===== src/source/fetch_pkg.sv =====
package fetch_pkg;

	// byte address and instruction word
	typedef logic [31:0] addr_t;
	typedef logic [31:0] word_t;

	// reset pc
	localparam addr_t ENTRY_ADDR = 32'h3000_0000;

	// cache geometry, 16 lines of 32 bytes
	localparam int LINE_WORDS = 8;
	localparam int OFFSET_BITS = 5;
	localparam int INDEX_BITS = 4;
	localparam int TAG_BITS = 32 - INDEX_BITS - OFFSET_BITS;

	localparam int NUM_LINES = 1 << INDEX_BITS;

	// word select inside a line, above the two byte bits
	localparam int WORD_SEL_BITS = OFFSET_BITS - 2;

	// lowest tag bit in an address
	localparam int TAG_LSB = OFFSET_BITS + INDEX_BITS;

	// refill burst is INCR and fixed at one line
	// the memory side ends it with rlast on this beat count
	localparam int BURST_BEATS = LINE_WORDS;

endpackage


===== src/source/icache.sv =====
`timescale 1ns/1ps

module icache (
	input  logic             clock,
	input  logic             reset,

	// lookup, answered one cycle later
	input  fetch_pkg::addr_t lookup_addr,
	output logic             hit,
	output fetch_pkg::word_t rdata,

	// refill, one word per cycle in address order
	input  logic             fill_valid,
	input  fetch_pkg::addr_t fill_addr,
	input  fetch_pkg::word_t fill_data
);

	// arrays
	fetch_pkg::word_t data_mem [fetch_pkg::NUM_LINES * fetch_pkg::LINE_WORDS];
	logic [fetch_pkg::TAG_BITS-1:0] tag_mem [fetch_pkg::NUM_LINES];
	logic [fetch_pkg::NUM_LINES-1:0] line_valid;

	// registered lookup address
	fetch_pkg::addr_t lookup_q;

	logic [fetch_pkg::INDEX_BITS-1:0] lookup_index;
	logic [fetch_pkg::WORD_SEL_BITS-1:0] lookup_word;
	logic [fetch_pkg::TAG_BITS-1:0] lookup_tag;

	logic [fetch_pkg::INDEX_BITS-1:0] fill_index;
	logic [fetch_pkg::WORD_SEL_BITS-1:0] fill_word;
	logic [fetch_pkg::TAG_BITS-1:0] fill_tag;

	logic fill_first;
	logic fill_final;

	assign lookup_index = lookup_q[fetch_pkg::TAG_LSB-1:fetch_pkg::OFFSET_BITS];
	assign lookup_word = lookup_q[fetch_pkg::OFFSET_BITS-1:2];
	assign lookup_tag = lookup_q[31:fetch_pkg::TAG_LSB];

	assign fill_index = fill_addr[fetch_pkg::TAG_LSB-1:fetch_pkg::OFFSET_BITS];
	assign fill_word = fill_addr[fetch_pkg::OFFSET_BITS-1:2];
	assign fill_tag = fill_addr[31:fetch_pkg::TAG_LSB];

	// first and last word of a line refill
	assign fill_first = fill_valid && (fill_word == '0);
	assign fill_final = fill_valid &&
		(fill_word == fetch_pkg::WORD_SEL_BITS'(fetch_pkg::LINE_WORDS - 1));

	always_ff @(posedge clock) begin
		lookup_q <= lookup_addr;
	end

	always_ff @(posedge clock) begin
		if (fill_valid) begin
			data_mem[{fill_index, fill_word}] <= fill_data;
		end
	end

	always_ff @(posedge clock) begin
		if (fill_final) begin
			tag_mem[fill_index] <= fill_tag;
		end
	end

	// line goes invalid while its words are being replaced,
	// so a stale tag never hits on half-written data
	always_ff @(posedge clock) begin
		if (reset) begin
			line_valid <= '0;
		end else if (fill_final) begin
			line_valid[fill_index] <= 1'b1;
		end else if (fill_first) begin
			line_valid[fill_index] <= 1'b0;
		end
	end

	// compare against the arrays as they are now, so a word
	// written in the previous cycle is already seen
	assign hit = line_valid[lookup_index] && (tag_mem[lookup_index] == lookup_tag);
	assign rdata = data_mem[{lookup_index, lookup_word}];

endmodule


===== src/source/fetch_unit.sv =====
`timescale 1ns/1ps

module fetch_unit (
	input  logic             clock,
	input  logic             reset,

	// memory read channel
	output fetch_pkg::addr_t araddr,
	output logic             arvalid,
	input  logic             arready,
	input  fetch_pkg::word_t rdata,
	input  logic             rvalid,
	input  logic             rlast,

	// icache lookup and fill
	output fetch_pkg::addr_t lookup_addr,
	input  logic             cache_hit,
	input  fetch_pkg::word_t cache_rdata,
	output logic             fill_valid,
	output fetch_pkg::addr_t fill_addr,
	output fetch_pkg::word_t fill_data,

	// execute side
	input  logic             redirect,
	input  fetch_pkg::addr_t redirect_addr,
	input  fetch_pkg::addr_t dnpc,

	// decode side
	output fetch_pkg::addr_t pc_out,
	output fetch_pkg::word_t inst,
	output logic             inst_valid,
	input  logic             inst_ready
);

	fetch_pkg::addr_t pc;
	fetch_pkg::addr_t beat_addr;

	// lookup_start: pc is presented to the cache this cycle
	// lookup_pending: cache answer for pc is on hit/rdata
	logic lookup_start;
	logic lookup_pending;
	logic redirect_pending;

	logic squash;
	logic lookup_miss;
	logic refill_done;
	logic fetch_end;
	logic beat_match;

	assign lookup_addr = pc;
	assign pc_out = pc;

	// beat_addr sits on the line start until the first beat
	assign araddr = beat_addr;

	assign squash = redirect | redirect_pending;

	// a squashed lookup never goes to memory
	assign lookup_miss = lookup_pending & ~cache_hit & ~squash;
	assign refill_done = rvalid & rlast;

	// hit, squashed lookup or last refill beat
	assign fetch_end = (lookup_pending & ~lookup_miss) | refill_done;

	assign beat_match =
		beat_addr[fetch_pkg::OFFSET_BITS-1:2] == pc[fetch_pkg::OFFSET_BITS-1:2];

	always_ff @(posedge clock) begin
		if (reset) begin
			pc <= fetch_pkg::ENTRY_ADDR;
			lookup_start <= 1'b1;
			lookup_pending <= 1'b0;
			redirect_pending <= 1'b0;
			arvalid <= 1'b0;
			fill_valid <= 1'b0;
			inst_valid <= 1'b0;
		end else begin
			lookup_pending <= lookup_start;
			lookup_start <= 1'b0;

			// every beat goes to the cache the next cycle
			fill_valid <= rvalid;

			if (lookup_miss) begin
				arvalid <= 1'b1;
			end else if (arready) begin
				arvalid <= 1'b0;
			end

			if (inst_valid) begin
				// decode slot full, a redirect drops it at once
				if (redirect) begin
					pc <= redirect_addr;
					inst_valid <= 1'b0;
					lookup_start <= 1'b1;
				end else if (inst_ready) begin
					pc <= dnpc;
					inst_valid <= 1'b0;
					lookup_start <= 1'b1;
				end
			end else if (fetch_end) begin
				redirect_pending <= 1'b0;
				if (squash) begin
					// restart at the target, nothing goes to decode
					lookup_start <= 1'b1;
					if (redirect) begin
						pc <= redirect_addr;
					end
				end else begin
					inst_valid <= 1'b1;
				end
			end else if (redirect) begin
				// fetch in flight keeps going; pc already holds the target
				pc <= redirect_addr;
				redirect_pending <= 1'b1;
			end
		end
	end

	// refill beat address, line aligned on a miss
	always_ff @(posedge clock) begin
		if (lookup_miss) begin
			beat_addr <= {pc[31:fetch_pkg::OFFSET_BITS], {fetch_pkg::OFFSET_BITS{1'b0}}};
		end else if (rvalid) begin
			beat_addr <= beat_addr + 32'd4;
		end
	end

	always_ff @(posedge clock) begin
		if (rvalid) begin
			fill_addr <= beat_addr;
			fill_data <= rdata;
		end
	end

	// inst only loads while inst_valid is low
	always_ff @(posedge clock) begin
		if (lookup_pending && cache_hit) begin
			inst <= cache_rdata;
		end else if (rvalid && beat_match) begin
			inst <= rdata;
		end
	end

endmodule


===== src/source/fetch_top.sv =====
`timescale 1ns/1ps

module fetch_top (
	input  logic             clock,
	input  logic             reset,

	// memory read channel
	output fetch_pkg::addr_t araddr,
	output logic             arvalid,
	input  logic             arready,
	input  fetch_pkg::word_t rdata,
	input  logic             rvalid,
	input  logic             rlast,

	// execute side
	input  logic             redirect,
	input  fetch_pkg::addr_t redirect_addr,
	input  fetch_pkg::addr_t dnpc,

	// decode side
	input  logic             inst_ready,
	output logic             inst_valid,
	output fetch_pkg::word_t inst,
	output fetch_pkg::addr_t pc_out
);

	fetch_pkg::addr_t lookup_addr;
	logic cache_hit;
	fetch_pkg::word_t cache_rdata;
	logic fill_valid;
	fetch_pkg::addr_t fill_addr;
	fetch_pkg::word_t fill_data;

	fetch_unit u_fetch (
		.clock(clock),
		.reset(reset),
		.araddr(araddr),
		.arvalid(arvalid),
		.arready(arready),
		.rdata(rdata),
		.rvalid(rvalid),
		.rlast(rlast),
		.lookup_addr(lookup_addr),
		.cache_hit(cache_hit),
		.cache_rdata(cache_rdata),
		.fill_valid(fill_valid),
		.fill_addr(fill_addr),
		.fill_data(fill_data),
		.redirect(redirect),
		.redirect_addr(redirect_addr),
		.dnpc(dnpc),
		.pc_out(pc_out),
		.inst(inst),
		.inst_valid(inst_valid),
		.inst_ready(inst_ready)
	);

	icache u_icache (
		.clock(clock),
		.reset(reset),
		.lookup_addr(lookup_addr),
		.hit(cache_hit),
		.rdata(cache_rdata),
		.fill_valid(fill_valid),
		.fill_addr(fill_addr),
		.fill_data(fill_data)
	);

endmodule


===== config.mk =====
export PLATFORM = sky130hd
export DESIGN_NAME = fetch_top
export DESIGN_NICKNAME = d
export VERILOG_FILES = /design/src/source/fetch_pkg.sv /design/src/source/icache.sv /design/src/source/fetch_unit.sv /design/src/source/fetch_top.sv
export SDC_FILE = /design/constraint.sdc
export NUM_CORES = 2
export LEC_CHECK = 0
export ABC_AREA = 1
export BUFFER_PORTS_ARGS = -buffer_cell sky130_fd_sc_hd__clkbuf_2
export CORE_ASPECT_RATIO = 1.1
export CORE_MARGIN = 1.5
export CORE_UTILIZATION = 40
export CTS_BUF_LIST = sky130_fd_sc_hd__clkbuf_8
export DETAILED_ROUTE_END_ITERATION = 16
export PLACE_DENSITY = 0.66
export REMOVE_ABC_BUFFERS = 1
export SLEW_MARGIN = 20
export SYNTH_ARGS = -nofsm -noshare
export SYNTH_HDL_FRONTEND = slang
export SYNTH_MEMORY_MAX_BITS = 65536
export SYNTH_SLANG_ARGS = --single-unit

===== constraint.sdc =====
create_clock -name clock -period 4.7 [get_ports clock]
set_input_delay 0.705 -clock clock [delete_from_list [all_inputs] [get_ports clock]]
set_output_delay 0.705 -clock clock [all_outputs]
set_load 0.03 [all_outputs]

## Word level (Yosys, flattened, before mapping)

Memory sizes are Yosys's and may differ from the RTL's. A register that Yosys moved wholly into a read port is not among the register bits.
Index checks and enable logic that the tools add are counted.

- Muxes and demuxes: 34
- Equality and inequality tests: 5
- Bitwise logic cells: 13
- Add/subtract/negate cells: 1
- Reduce and logical (&&, ||, !) cells: 14
- Order comparisons: 3

Operators with widths:

| cell | count |
|---|---|
| two-way mux 32 bit | 10 |
| adder 32 x 3 -> 32 bit, second input constant | 1 |
| two-way mux 16 bit | 2 |
| == test 23 bit | 1 |
| two-way mux 1 bit | 20 |
| bitwise AND 16 bit | 1 |
| inverter 16 bit | 1 |
| bitwise OR 16 bit | 1 |
| less-than comparator 4 x 5 -> 1 bit, second input constant | 2 |
| nonzero test 2 bit | 5 |
| logical AND 1 bit | 6 |
| bitwise AND 1 bit | 4 |
| binary-select mux 1 bit (select 4 bit) | 1 |
| demux 1 bit (select 4 bit) | 1 |
| >= comparator 4 x 1 -> 1 bit, second input constant | 1 |
| inverter 1 bit | 4 |
| AND reduction 2 bit | 2 |
| == test 3 bit | 1 |
| == test 3 bit, second input constant | 1 |
| logical NOT 3 bit | 1 |
| != test 3 x 1 -> 1 bit, second input constant | 1 |
| != test 3 bit, second input constant | 1 |
| bitwise OR 1 bit | 2 |

- Word-level logic and storage cells: 86
- Memories: 2
- Register bits: 214
- Memory bits (writable): 4464
- Output and inout bits: 98

Memories:

| name | words | width | read ports | clocked after memory_dff | write ports | line | RTL |
|---|---|---|---|---|---|---|---|
| u_icache.data_mem | 128 | 32 | 1 | 1 | 1 | icache.sv:19 | `fetch_pkg::word_t data_mem [fetch_pkg::NUM_LINES * fetch_pkg::LINE_WORDS];` |
| u_icache.tag_mem | 16 | 23 | 1 | 1 | 1 | icache.sv:20 | `logic [fetch_pkg::TAG_BITS-1:0] tag_mem [fetch_pkg::NUM_LINES];` |

## Depth between registers and ports, before layout

- Depth after elaboration: 11
- Mapped depth: 22
- Gate-level depth less buffers: 18

## Modules after synthesis

A second synthesis with hierarchy kept.

- Cell total of the unflattened synthesis: 14565
- Area total of the unflattened synthesis: 185038.7 sq um

Modules (own cells, without submodules):

| module | cells an instance | times used | area each (sq um) |
|---|---|---|---|
| icache | 13905 | 1 | 177879.4 |
| fetch_unit | 660 | 1 | 7159.4 |

## Worst setup path before layout

OpenSTA, ideal clock, no wires.

- Kind: register to register
- From: register u_icache.lookup_q[5]
- To: register u_fetch.inst[0] (enable)
- Arrival time: 2.563 ns
- Clock period less this slack: 2.952 ns
- Stages on the path, launching flop included: 17
- Slack: 1.748 ns
- Cells stage by stage: dfxtp_1 > buf_6 > buf_2 > or2_2 > nand3_1 > nand3_1 > nand3_1 > nand2_1 > nand2_1 > nand2_1 > nor2_1 > nand2_1 > nor2_1 > nand4_1 > buf_2 > buf_2 > nand2_1

- Cells in the longest elaborated chain, start to end: 5

RTL lines:

| what | line | RTL |
|---|---|---|
| start, declared | icache.sv:24 | `fetch_pkg::addr_t lookup_q;` |
| start signal, assigned | icache.sv:51 | `lookup_q <= lookup_addr;` |
| binary-select mux 1 bit (select 4 bit) | icache.sv:80 | `assign hit = line_valid[lookup_index] && (tag_mem[lookup_index] == lookup_tag);` |
| two-way mux 1 bit (not written as such) | icache.sv:80 |  |
| logical AND 1 bit | icache.sv:80 |  |
| logical AND 1 bit | fetch_unit.sv:138 | `if (lookup_pending && cache_hit) begin` |
| nonzero test 2 bit (no source line) | n/a |  |
| end signal, assigned | fetch_unit.sv:139 | `inst <= cache_rdata;` |
| end signal, assigned | fetch_unit.sv:141 | `inst <= rdata;` |
| end, declared | fetch_unit.sv:30 | `output fetch_pkg::word_t inst,` |

No other way between the ends. The select of a mux whose other input is x is not followed.
A chain may end at the register's enable or synchronous reset.

==> results.sh <==
export IMPL_outcome="finished clean"
export IMPL_placement_rows=261
export IMPL_io_pins=201
export IMPL_htree_levels=6
export IMPL_netlist_area_mm2=0.1841
export IMPL_swShare=0.2647
export IMPL_cp_slowest_cell="inv_16"
export IMPL_initial_core_util=0.4011
export IMPL_path_max_fanout=123
export IMPL_cp_slowest_stage_delay_ns=0.61
export IMPL_synthTopCellsByArea="edfxtp_1, o21ai_0, nor2_1"
export IMPL_p_leak_nw=68.92
export IMPL_crit_arrival_ns=5.14
export IMPL_io_buffers=198
export IMPL_tightest_slew_ns=1.136
export IMPL_dpl_hpwl_um=313600
export IMPL_clock_path_buffers=4
export IMPL_end_kind="register"
export IMPL_internal_power_mw=63.25
export IMPL_final_cell_mix="edfxtp_1, nor2_1, o21ai_0"
export IMPL_hold_depth=4
export IMPL_coreArea_mm2=0.4588
export IMPL_post_route_util=0.4528
export IMPL_first_iter_violations=18685
export IMPL_yosysUniqueCellTypes=38
export IMPL_final_hold_violation_count=0
export IMPL_nets=14985
export IMPL_async_reset_ff_frac=0
export IMPL_seq_area_frac_synth=0.7575
export IMPL_overflow=0
export IMPL_comb_power_share=0.098
export IMPL_hp_class="primary input to register"
export IMPL_final_common_cell="edfxtp_1"
export IMPL_grt_pass1_wl_um=802700
export IMPL_path_clk_slew_ns=0.06
export IMPL_nFillCells=40324
export IMPL_syn_inst=14404
export IMPL_antenna_found_initial=30
export IMPL_via_per_inst=5.828
export IMPL_synth_ff_type="edfxtp_1"
export IMPL_path_cells="inv_16 -> buf_4 -> o21ai_0 -> o22ai_1 -> o21ai_0 -> o22ai_1 -> nand2_1 -> nand3_1 -> nand3_1 -> o21a_1 -> o21ai_1"
export IMPL_syn_mean_instance_area_um2=12.78
export IMPL_drt_pass1_iter_count=8
export IMPL_reg2regPathDepth=11
export IMPL_cts_setup_buffers=0
export IMPL_grt_max_degree=170
export IMPL_ctsResizeCount=0
export IMPL_wl_per_cell_um=26.16
export IMPL_yosys_warnings=0
export IMPL_cts_tree="done"
export IMPL_startpoint_type="register"
export IMPL_setup_viol=0
export IMPL_postRouteAntennaNets=0
export IMPL_min_to="u_fetch.lookup_addr[5]"
export IMPL_regArea_mm2=0.1394
export IMPL_max_cap_violations=0
export IMPL_met1_length_um=212500
export IMPL_multi_input_area_mm2=0.04031
export IMPL_drt_wl_total_um=562100
export IMPL_synth_seq_cells=4672
export IMPL_drive_gt1_frac=0.1114
export IMPL_clock_root_buffer="clkbuf_8"
export IMPL_ctsHoldBuffers=103
export IMPL_critical_path_class="register to register"
export IMPL_cts_sinks=4672
export IMPL_reg2reg_slack_ns=0.66
export IMPL_clockPowerShare=0.356
export IMPL_grt_usage=0.2322
export IMPL_r2r_end="u_fetch.inst[10]"
export IMPL_r2r_start="u_icache.lookup_q[2]"
export IMPL_synth_top_area_cell="edfxtp_1"
export IMPL_timing_final_crit_share=0.8585
export IMPL_slew_violations=0
export IMPL_maxSlewHeadroom=0.2398
export IMPL_cts_buffers=705
export IMPL_drc=0
export IMPL_dieArea_mm2=0.4642
export IMPL_vdd_ir_drop_worst_mv=0.3029
export IMPL_synth_edf_count=4585
export IMPL_cp_required_ns=5.80
export IMPL_rsz0062_at_grt="false"
export IMPL_dr_max_layer_used="met5"
export IMPL_powerDensity_mw_per_mm2=414.0
export IMPL_sequentialPowerShare=0.545
export IMPL_die_w_um=649.8
export IMPL_fmax_mhz=247.8
export IMPL_finalPower_mw=86.02
export IMPL_fin_crit_ns=4.035
export IMPL_areaGrowthSynthToFinish_pct=12.88
export IMPL_hp_start="redirect_addr[5]"
export IMPL_wl_met3_um=70310
export IMPL_vias=125198
export IMPL_routed_wl_met2_um=253700
export IMPL_clk_latency_ns=1.30
export IMPL_gp_congestion=0.8930
export IMPL_skew_ns=0.08905
export IMPL_die_y_um=714.4
export IMPL_netSwitchingPower_mw=22.77
export IMPL_synth_top_area_frac=0.7481
export IMPL_grt_pass1_vias=117638
## logic make-up (layout without fill, tap and decap cells)
group           Yosys count  count (layout)  share of synthesized area
flops                  4672            4672                     0.7575
simple gates           4535            4535                    0.09723
buf+inv                1294            2318                    0.02957
xor+xnor                 17              17                  0.0008090
compound gates         3884            3884                     0.1148
fa+ha+maj                 1               1                 0.00006797
other cells               1               7                 0.00002037
## power by group through the flow
stage	logic [mW]	clock network (mW)	registers, mW
after floorplan	4.49	0	48.6
after global placement	8.04	0	47.7
after detailed placement	8.14	0	47.7
after CTS	8.23	30.8	46.9
after global routing	8.96	32.6	46.9
final	8.46	30.7	46.9
## stage by stage
stage / TNS (ns) / setup slack, ns / hold WS (ns) / instances / instance area (um^2)
3_5_place_dp: 0 / 0.8847 / 0.3776 / 20119 / 194100
4_1_cts: 0 / 0.8292 / 0.1544 / 21477 / 207700
3_3_place_gp: 0 / 0.8793 / 0.3842 / 20117 / 194000
2_1_floorplan: -3414.72 / -76.19 / 0.3883 / 13382 / 179600
6_report: 0 / 0.6650 / 0.2876 / 21483 / 207700
5_1_grt: 0 / 0.4793 / 0.2469 / 21482 / 207700
## how the worst max path moves through the flow
stage / end / from / slack [ns]
after floorplan: u_fetch.inst[23] / u_icache.lookup_q[2] / -76.19
after global placement: u_fetch.inst[30] / u_icache.lookup_q[5] / 0.88
after detailed placement: u_fetch.inst[30] / u_icache.lookup_q[5] / 0.88
after CTS: u_fetch.inst[30] / u_icache.lookup_q[5] / 0.83
after global routing: u_fetch.inst[5] / u_icache.lookup_q[5] / 0.48
final: u_fetch.inst[10] / u_icache.lookup_q[2] / 0.66
## critical path: cells and delay by family (launching register included)
family,cells,cell delay [ns]
compound gates,6,1.21
buf+inv,2,1.07
flops,1,0.57
simple gates,3,0.89
## flip-flops by register name, indices dropped and copies added, names as in the netlist, named ones only
| signal | count |
|---|---|
| u_fetch.lookup_addr | 32 |
| u_fetch.fill_valid | 1 |
| u_fetch.inst_valid | 1 |
| u_icache.data_mem | 4096 |
| u_fetch.fill_addr | 30 |
| u_fetch.lookup_start | 1 |
| u_fetch.inst | 32 |
| u_fetch.fill_data | 32 |
| u_icache.tag_mem | 368 |
| u_fetch.araddr | 30 |
| u_icache.lookup_q | 30 |
| u_fetch.redirect_pending | 1 |
| u_fetch.lookup_pending | 1 |
| u_fetch.arvalid | 1 |
## metal layers
metal  global-route usage  vias up
met2               0.3596     7874
met4               0.1016       16
met5            0.0007237        -
met1               0.3113    62006
li1                     -    54027
met3              0.05764     1275
## area by class of cell
class / instances / area share
Sequential cell: 4672 / 0.6712
Clock buffer: 717 / 0.04750
Antenna cell: 5 / 0.00006023
Multi-Input combinational cell: 8439 / 0.1940
Inverter: 271 / 0.005234
Tap cell: 6049 / 0.03643
Timing Repair Buffer: 792 / 0.03243
Clock inverter: 538 / 0.01308
## synth_stat cells (10+ instances only)
| library cell | instances |
|---|---|
| buf_4 | 36 |
| edfxtp_1 | 4585 |
| buf_1 | 57 |
| a21oi_1 | 41 |
| buf_6 | 16 |
| o21ai_0 | 2369 |
| buf_2 | 259 |
| o21a_1 | 34 |
| nor2_1 | 2718 |
| o211ai_1 | 10 |
| o21ai_1 | 178 |
| xor2_1 | 10 |
| clkbuf_1 | 655 |
| nand3_1 | 615 |
| dfxtp_1 | 87 |
| o22ai_1 | 1249 |
| inv_1 | 248 |
| nand2_1 | 1158 |
| clkinv_1 | 18 |
No activity file was read; power rests on OpenSTA's default activity.
